File: src/hw/merge_pkg.sv
package merge_pkg;

  // ==============================
  // stream geometry
  // ==============================

  // number of merged input streams
  localparam int unsigned NB_IN_STREAMS = 4;
  // data word width and one strobe bit per byte
  localparam int unsigned DATA_WIDTH = 32;
  localparam int unsigned STRB_WIDTH = DATA_WIDTH / 8;
  // width of a stream index carried as output tag
  localparam int unsigned STREAM_ID_WIDTH = $clog2(NB_IN_STREAMS);
  // index of the last stream, wrap point of the rotation
  localparam logic [STREAM_ID_WIDTH-1:0] LAST_STREAM = STREAM_ID_WIDTH'(NB_IN_STREAMS - 1);
  // contiguous counter width, up to 256 beats per turn
  localparam int unsigned CONTIG_WIDTH = 8;

  // ==============================
  // fifo geometry
  // ==============================

  localparam int unsigned FIFO_DEPTH = 4;
  localparam int unsigned FIFO_PTR_WIDTH = $clog2(FIFO_DEPTH);
  // occupancy needs one more state than the pointers
  localparam int unsigned FIFO_CNT_WIDTH = $clog2(FIFO_DEPTH + 1);
  localparam logic [FIFO_PTR_WIDTH-1:0] FIFO_LAST_PTR = FIFO_PTR_WIDTH'(FIFO_DEPTH - 1);
  localparam logic [FIFO_CNT_WIDTH-1:0] FIFO_FULL_CNT = FIFO_CNT_WIDTH'(FIFO_DEPTH);

  // ==============================
  // payload types
  // ==============================

  // one input beat, 36 bits
  typedef struct packed {
    logic [DATA_WIDTH-1:0] data;
    logic [STRB_WIDTH-1:0] strb;
  } stream_beat_t;

  // one output beat tagged with its source stream, 38 bits
  typedef struct packed {
    logic [STREAM_ID_WIDTH-1:0] id;
    logic [DATA_WIDTH-1:0]      data;
    logic [STRB_WIDTH-1:0]      strb;
  } tagged_beat_t;

endpackage
File: src/hw/stream_merge_top.sv
`timescale 1ns/1ns

// stream merger
// four buffered inputs, round-robin serializer, buffered tagged output
module stream_merge_top (
  input  logic clk_i,
  input  logic rst_ni,
  input  logic clear_i,

  // serializer control
  input  logic                                  clear_serdes_state_i,
  input  logic [merge_pkg::STREAM_ID_WIDTH-1:0] first_stream_i,
  input  logic [merge_pkg::CONTIG_WIDTH-1:0]    nb_contig_m1_i,

  // input streams
  input  logic [merge_pkg::NB_IN_STREAMS-1:0]                    push_valid_i,
  output logic [merge_pkg::NB_IN_STREAMS-1:0]                    push_ready_o,
  input  merge_pkg::stream_beat_t [merge_pkg::NB_IN_STREAMS-1:0] push_data_i,

  // merged output stream
  output logic                    pop_valid_o,
  input  logic                    pop_ready_i,
  output merge_pkg::tagged_beat_t pop_data_o
);

  // input fifo pop sides into the serializer
  logic [merge_pkg::NB_IN_STREAMS-1:0]                    fifo_valid;
  logic [merge_pkg::NB_IN_STREAMS-1:0]                    fifo_ready;
  merge_pkg::stream_beat_t [merge_pkg::NB_IN_STREAMS-1:0] fifo_data;

  // serializer output into the output fifo
  logic                    ser_valid;
  logic                    ser_ready;
  merge_pkg::tagged_beat_t ser_data;

  // ==============================
  // input buffering
  // ==============================

  // one fifo per stream, so idle streams keep accepting beats
  for (genvar k = 0; k < merge_pkg::NB_IN_STREAMS; k++) begin : gen_in_fifo
    stream_fifo #(
      .payload_t (merge_pkg::stream_beat_t)
    ) in_fifo (
      .clk_i        (clk_i),
      .rst_ni       (rst_ni),
      .clear_i      (clear_i),
      .push_valid_i (push_valid_i[k]),
      .push_ready_o (push_ready_o[k]),
      .push_data_i  (push_data_i[k]),
      .pop_valid_o  (fifo_valid[k]),
      .pop_ready_i  (fifo_ready[k]),
      .pop_data_o   (fifo_data[k])
    );
  end

  // ==============================
  // serialization
  // ==============================

  stream_serialize serializer (
    .clk_i                (clk_i),
    .rst_ni               (rst_ni),
    .clear_i              (clear_i),
    .clear_serdes_state_i (clear_serdes_state_i),
    .first_stream_i       (first_stream_i),
    .nb_contig_m1_i       (nb_contig_m1_i),
    .push_valid_i         (fifo_valid),
    .push_ready_o         (fifo_ready),
    .push_data_i          (fifo_data),
    .pop_valid_o          (ser_valid),
    .pop_ready_i          (ser_ready),
    .pop_data_o           (ser_data)
  );

  // ==============================
  // output buffering
  // ==============================

  // tagged beats, decouples the output port from arbitration
  stream_fifo #(
    .payload_t (merge_pkg::tagged_beat_t)
  ) out_fifo (
    .clk_i        (clk_i),
    .rst_ni       (rst_ni),
    .clear_i      (clear_i),
    .push_valid_i (ser_valid),
    .push_ready_o (ser_ready),
    .push_data_i  (ser_data),
    .pop_valid_o  (pop_valid_o),
    .pop_ready_i  (pop_ready_i),
    .pop_data_o   (pop_data_o)
  );

endmodule

File: src/hw/stream_serialize.sv
`timescale 1ns/1ns

// round-robin serializer
// takes nb_contig_m1_i+1 beats from one stream, then moves to the next
// each output beat is tagged with its source stream index
module stream_serialize (
  input  logic clk_i,
  input  logic rst_ni,
  input  logic clear_i,

  // rotation control
  input  logic                                  clear_serdes_state_i,
  input  logic [merge_pkg::STREAM_ID_WIDTH-1:0] first_stream_i,
  input  logic [merge_pkg::CONTIG_WIDTH-1:0]    nb_contig_m1_i,

  // input streams
  input  logic [merge_pkg::NB_IN_STREAMS-1:0]                          push_valid_i,
  output logic [merge_pkg::NB_IN_STREAMS-1:0]                          push_ready_o,
  input  merge_pkg::stream_beat_t [merge_pkg::NB_IN_STREAMS-1:0]       push_data_i,

  // tagged output stream
  output logic                    pop_valid_o,
  input  logic                    pop_ready_i,
  output merge_pkg::tagged_beat_t pop_data_o
);

  // selected stream and beats taken from it so far
  logic [merge_pkg::STREAM_ID_WIDTH-1:0] stream_cnt_d;
  logic [merge_pkg::STREAM_ID_WIDTH-1:0] stream_cnt_q;
  logic [merge_pkg::CONTIG_WIDTH-1:0]    contig_cnt_d;
  logic [merge_pkg::CONTIG_WIDTH-1:0]    contig_cnt_q;

  // output handshake completes
  logic pop_fire;
  // current beat closes this stream's turn
  logic last_contig;

  // ==============================
  // datapath, purely combinational
  // ==============================

  // valid and payload come straight from the selected stream
  assign pop_valid_o = push_valid_i[stream_cnt_q];

  always_comb begin
    pop_data_o.id   = stream_cnt_q;
    pop_data_o.data = push_data_i[stream_cnt_q].data;
    pop_data_o.strb = push_data_i[stream_cnt_q].strb;
  end

  // only the selected stream sees the output ready
  // others are held off, so no stream is ever skipped to
  always_comb begin
    push_ready_o               = '0;
    push_ready_o[stream_cnt_q] = pop_ready_i;
  end

  assign pop_fire = pop_valid_o & pop_ready_i;

  // ==============================
  // next-state logic
  // ==============================

  // >= also closes the turn if the limit is lowered mid-run
  assign last_contig = (contig_cnt_q >= nb_contig_m1_i);

  always_comb begin
    stream_cnt_d = stream_cnt_q;
    contig_cnt_d = contig_cnt_q;
    if (clear_serdes_state_i) begin
      // restart rotation, independent of any transfer
      stream_cnt_d = first_stream_i;
      contig_cnt_d = '0;
    end else if (pop_fire) begin
      if (last_contig) begin
        contig_cnt_d = '0;
        // advance to next stream, wrap after the last one
        if (stream_cnt_q == merge_pkg::LAST_STREAM) begin
          stream_cnt_d = '0;
        end else begin
          stream_cnt_d = stream_cnt_q + 1'b1;
        end
      end else begin
        contig_cnt_d = contig_cnt_q + 1'b1;
      end
    end
  end

  // ==============================
  // state registers
  // ==============================

  always_ff @(posedge clk_i or negedge rst_ni) begin
    if (!rst_ni) begin
      stream_cnt_q <= '0;
      contig_cnt_q <= '0;
    end else if (clear_i) begin
      // soft clear wins over serdes-state clear
      stream_cnt_q <= '0;
      contig_cnt_q <= '0;
    end else begin
      stream_cnt_q <= stream_cnt_d;
      contig_cnt_q <= contig_cnt_d;
    end
  end

endmodule

File: src/hw/stream_fifo.sv
`timescale 1ns/1ns

// valid/ready fifo, circular buffer without bypass
// payload type is chosen per instance
module stream_fifo #(
  parameter type payload_t = merge_pkg::stream_beat_t
) (
  input  logic     clk_i,
  input  logic     rst_ni,
  input  logic     clear_i,

  // push side
  input  logic     push_valid_i,
  output logic     push_ready_o,
  input  payload_t push_data_i,

  // pop side
  output logic     pop_valid_o,
  input  logic     pop_ready_i,
  output payload_t pop_data_o
);

  // storage, contents survive reset and clear
  payload_t mem_q [merge_pkg::FIFO_DEPTH];

  logic [merge_pkg::FIFO_PTR_WIDTH-1:0] wr_ptr_q;
  logic [merge_pkg::FIFO_PTR_WIDTH-1:0] rd_ptr_q;
  logic [merge_pkg::FIFO_CNT_WIDTH-1:0] cnt_q;

  logic full;
  logic empty;
  logic push_en;
  logic pop_en;

  // ==============================
  // status and handshake
  // ==============================

  assign full  = (cnt_q == merge_pkg::FIFO_FULL_CNT);
  assign empty = (cnt_q == '0);

  // when full, a push only fits alongside a pop
  // pop needs a non-empty fifo, which full implies
  assign push_ready_o = ~full | pop_ready_i;
  assign pop_valid_o  = ~empty;

  // head of queue, registered storage so no bypass path
  assign pop_data_o = mem_q[rd_ptr_q];

  assign push_en = push_valid_i & push_ready_o;
  assign pop_en  = pop_valid_o & pop_ready_i;

  // ==============================
  // pointers and occupancy
  // ==============================

  always_ff @(posedge clk_i or negedge rst_ni) begin
    if (!rst_ni) begin
      wr_ptr_q <= '0;
      rd_ptr_q <= '0;
      cnt_q    <= '0;
    end else if (clear_i) begin
      // empty the queue, stored words left as they are
      wr_ptr_q <= '0;
      rd_ptr_q <= '0;
      cnt_q    <= '0;
    end else begin
      if (push_en) begin
        // wrap at the last entry
        wr_ptr_q <= (wr_ptr_q == merge_pkg::FIFO_LAST_PTR) ? '0 : wr_ptr_q + 1'b1;
      end
      if (pop_en) begin
        rd_ptr_q <= (rd_ptr_q == merge_pkg::FIFO_LAST_PTR) ? '0 : rd_ptr_q + 1'b1;
      end
      // simultaneous push and pop keep the count
      case ({push_en, pop_en})
        2'b10:   cnt_q <= cnt_q + 1'b1;
        2'b01:   cnt_q <= cnt_q - 1'b1;
        default: cnt_q <= cnt_q;
      endcase
    end
  end

  // ==============================
  // storage write
  // ==============================

  always_ff @(posedge clk_i) begin
    if (push_en) begin
      mem_q[wr_ptr_q] <= push_data_i;
    end
  end

endmodule

File: config.mk
export PLATFORM = sky130hd
export DESIGN_NAME = stream_merge_top
export DESIGN_NICKNAME = d
export VERILOG_FILES = /design/src/hw/merge_pkg.sv /design/src/hw/stream_merge_top.sv /design/src/hw/stream_serialize.sv /design/src/hw/stream_fifo.sv
export SDC_FILE = /design/constraint.sdc
export NUM_CORES = 1
export LEC_CHECK = 0
export ABC_AREA = 1
export ABC_CLOCK_PERIOD_IN_PS = 8900
export BUFFER_PORTS_ARGS = -buffer_cell sky130_fd_sc_hd__buf_2
export CELL_PAD_IN_SITES_DETAIL_PLACEMENT = 0
export CELL_PAD_IN_SITES_GLOBAL_PLACEMENT = 1
export CORE_MARGIN = 8
export CORE_UTILIZATION = 50
export DETAILED_ROUTE_END_ITERATION = 8
export PLACE_DENSITY_LB_ADDON = 0.1
export SLEW_MARGIN = 20
export SYNTH_ARGS = -nofsm -noshare
export SYNTH_HDL_FRONTEND = slang
export SYNTH_HIERARCHICAL = 1
export SYNTH_SLANG_ARGS = --single-unit
File: constraint.sdc
create_clock -name clk_i -period 8.9 [get_ports clk_i]
set_input_delay 0.445 -clock clk_i [delete_from_list [all_inputs] [get_ports clk_i]]
set_output_delay 0.445 -clock clk_i [all_outputs]
set_load 0.005 [all_outputs]
==> flow_summary_export.csv <==
group,metric,value,unit
worst_setup_path,critPathKind,"flip-flop to output pin",
clocking,clock-sinks,773,
finish,nNetsFinal,2805,
die,start_util,50.62,%
clocking,clk_latency,610,ps
route,drt_wl_total,82450,µm
die,die_h,266.2,µm
worst_setup_path,crit_arrival,3040,ps
yosys,synth_common_cells,"edfxtp_1 (728), nor2_1 (472), o21ai_0 (339), o22ai_1 (218), o21ai_1 (123)",
sta,min_period_over_period,39.11,%
sta,hold_violations,0,
route,met3_length,5608,µm
route,drt-vias-per-instance,5.690,
die,core_area,61830,µm²
yosys,synthTopCellsByArea,"edfxtp_1 (70%), nor2_1 (5.7%), o21ai_0 (5.4%)",
route,drt_iter0_drc,1925,
clocking,htree_levels,3,
sta,finalWorstSetupSlack,5420,ps
clocking,clk_pin_slew,60,ps
yosys,synth-main-ff-cell,"edfxtp_1",
worst_setup_path,path_max_fanout,79,
die,io_pins,206,
grt,grt_pass1_wl,120800,µm
sta,max_freq,287.3,MHz
clocking,cts_tree,"done",
run,maxCapViolations,0,
route,routed-wl-met2,39690,µm
sta,timing.final.crit_period,3480,ps
yosys,synthCells,2416,
die,dieArea,70860,µm²
yosys,synth_nets,2621,
placement,hpwlAfterDp,52270,µm
worst_setup_path,cp-end-kind,"output pin",
finish,drive_above_1_share,16.51,%
yosys,synth_seq_cells,773,
yosys,synth_edf_count,728,
min_path,hp-class,"input pin to asynchronous set/reset pin",
clocking,holdBufCountCts,0,
placement,dp_slack,5780,ps
placement,port_buffers,205,
yosys,yosys_warnings,6,
clocking,cts_buffers,79,
yosys,synth_cell_types,31,
route,wire_per_inst,23.56,µm
sta,setup_viol,0,
sta,skew,22.63,ps
yosys,synth_top_area_share,69.85,%
sta,tns,0,ps
die,fp-row-count,91,
clocking,clock_path_buffers,3,
worst_setup_path,crit_required,8460,ps
yosys,syn_area_per_cell,12.95,µm²
route,firstDrtPassIters,7,
yosys,yosysSeqAreaShare,73.45,%
yosys,synthArstFlopShare,5.821,%
power_and_ir_drop,vdd_drop_max,0.0002177,V
grt,grt_pass1_vias,19150,
grt,grt_overflow,0,
clocking,post_cts_buffers,0,
outcome,status,"complete, no violations",
route,num_vias,19910,
placement,globalplace.congestion,0.7982,
power_and_ir_drop,power_density,300.8,nW/µm²
grt,grt_start_max_net_pins,80,
sta,rsz0062_at_grt,"false",
sta,slew_headroom,43.21,%
clocking,clockRootBuffer,"clkbuf_16",
sta,slew_violations,0,
yosys,yosysTopAreaCell,"edfxtp_1",
finish,syn2layout_area_growth,13.86,%
route,antenna_left,0,
sta,worst_pin_slew,851.9,ps
finish,nFillCells,4920,
die,fp.dieW,266.2,µm
route,drc,0,
grt,grt_usage,22.82,%
grt,antenna_found_initial,5,
route,drt-met1-wl,34850,µm
route,top_layer_used,"met5",
power_and_ir_drop,power.leakage,12.55,nW
yosys,synth_most_common_cell,"edfxtp_1",
worst_setup_path,start_kind,"flip-flop",
clocking,cts_resized,0,
yosys,synthesis.area,31300,µm²
registers in the layout, indices dropped and copies added (netlist names):
name                          cells
serializer/stream_cnt_q           2
gen_in_fifo.in_fifo/wr_ptr_q      8
gen_in_fifo.in_fifo/rd_ptr_q      8
out_fifo/rd_ptr_q                 2
serializer/contig_cnt_q           8
out_fifo/cnt_q                    3
out_fifo/wr_ptr_q                 2
out_fifo/mem_q                  152
gen_in_fifo.in_fifo/cnt_q        12
gen_in_fifo.in_fifo/mem_q       576
through the flow:
| stage | utilization [%] | power (mW) | std cells | hold WS, ps | instance area (µm²) |
|---|---|---|---|---|---|
| after floorplan | - | 6.384 | 2416 | 149.4 | 31300 |
| after global placement | 53.45 | 7.464 | 3355 | 551.6 | 33050 |
| after detailed placement | 53.48 | 7.528 | 3356 | 564.1 | 33070 |
| after CTS | 57.62 | 10.79 | 3496 | 3.894 | 35630 |
| after global routing | 57.62 | 11.19 | 3496 | 31.32 | 35630 |
| final | 57.64 | 10.72 | 3499 | 7.138 | 35630 |
critical path, stage by stage, from the launching register on:
cell and delay, ps:
dfrtp_2 380, buf_4 330, inv_2 170, buf_4 600, o21ai_0 210, o22ai_1 430, buf_2 210
final cells by class:
| type | instances | area [µm²] | area share (%) |
|---|---|---|---|
| flip-flops and latches | 773 | 22990 | 64.53 |
| multi-input cells | 1399 | 7307 | 20.51 |
| repair buffers | 241 | 1309 | 3.673 |
| diodes | 3 | 7.507 | 0.02107 |
| clock inverters | 38 | 361.6 | 1.015 |
| clock buffers | 102 | 2200 | 6.173 |
| inverters | 106 | 407.9 | 1.145 |
| well taps | 837 | 1047 | 2.939 |
layout by cell type (no fill, tap or decap), drive strengths merged:
cell type	Yosys	layout
ha	37	37
dfrtp	45	45
o21ai	462	462
nor2	478	478
xnor2	5	5
nor3	5	5
fa	5	5
buf	105	241
diode	0	3
inv	101	102
nand3	62	62
nor3b	1	1
a21oi	14	14
nand3b	1	1
clkbuf	33	102
clkinvlp	0	3
nand2	97	97
nand4	13	13
and2	1	1
o22ai	218	218
clkinv	5	32
bufinv	0	7
edfxtp	728	728
worst paths after layout:
kind                                             from                                   to  slack (ps)  depth (start not counted)
max                              out_fifo/rd_ptr_q[0]                       pop_data_o[15]        5420                          6
min                                            rst_ni      gen_in_fifo[1].in_fifo/cnt_q[0]           7                          2
max reg2reg                serializer/stream_cnt_q[1]  gen_in_fifo[1].in_fifo/mem_q[3][25]        5710                         11
min reg2reg                serializer/contig_cnt_q[4]           serializer/contig_cnt_q[4]         570                          2
max in group asynchronous                      rst_ni   gen_in_fifo[0].in_fifo/rd_ptr_q[0]        8270                          2
min in group clk_i                   push_data_i[123]  gen_in_fifo[3].in_fifo/mem_q[2][15]          50                          1
power by group:
group	switching [mW]	internal [mW]	total (mW)
clock	1.33	1.94	3.26
combinational	2.00	0.680	2.68
sequential	0.134	4.64	4.78
total	3.46	7.26	10.7
cell families after synthesis:
kind of cell,count (synthesis),synth area share [%]
adders and majority gates,42,1.799
and+or+nand+nor,658,8.959
buffers and inverters,244,3.686
xor gates and xnor gates,5,0.1399
DFF,773,73.45
AOI/OAI and AO/OA,694,11.97
layer usage:
metal	vias to the layer above	track usage, %
li1	9252	-
met1	9888	30.81
met2	654	36.89
met3	113	4.752
met4	2	7.481
met5	-	0
Power figures use the tool's default switching activity.
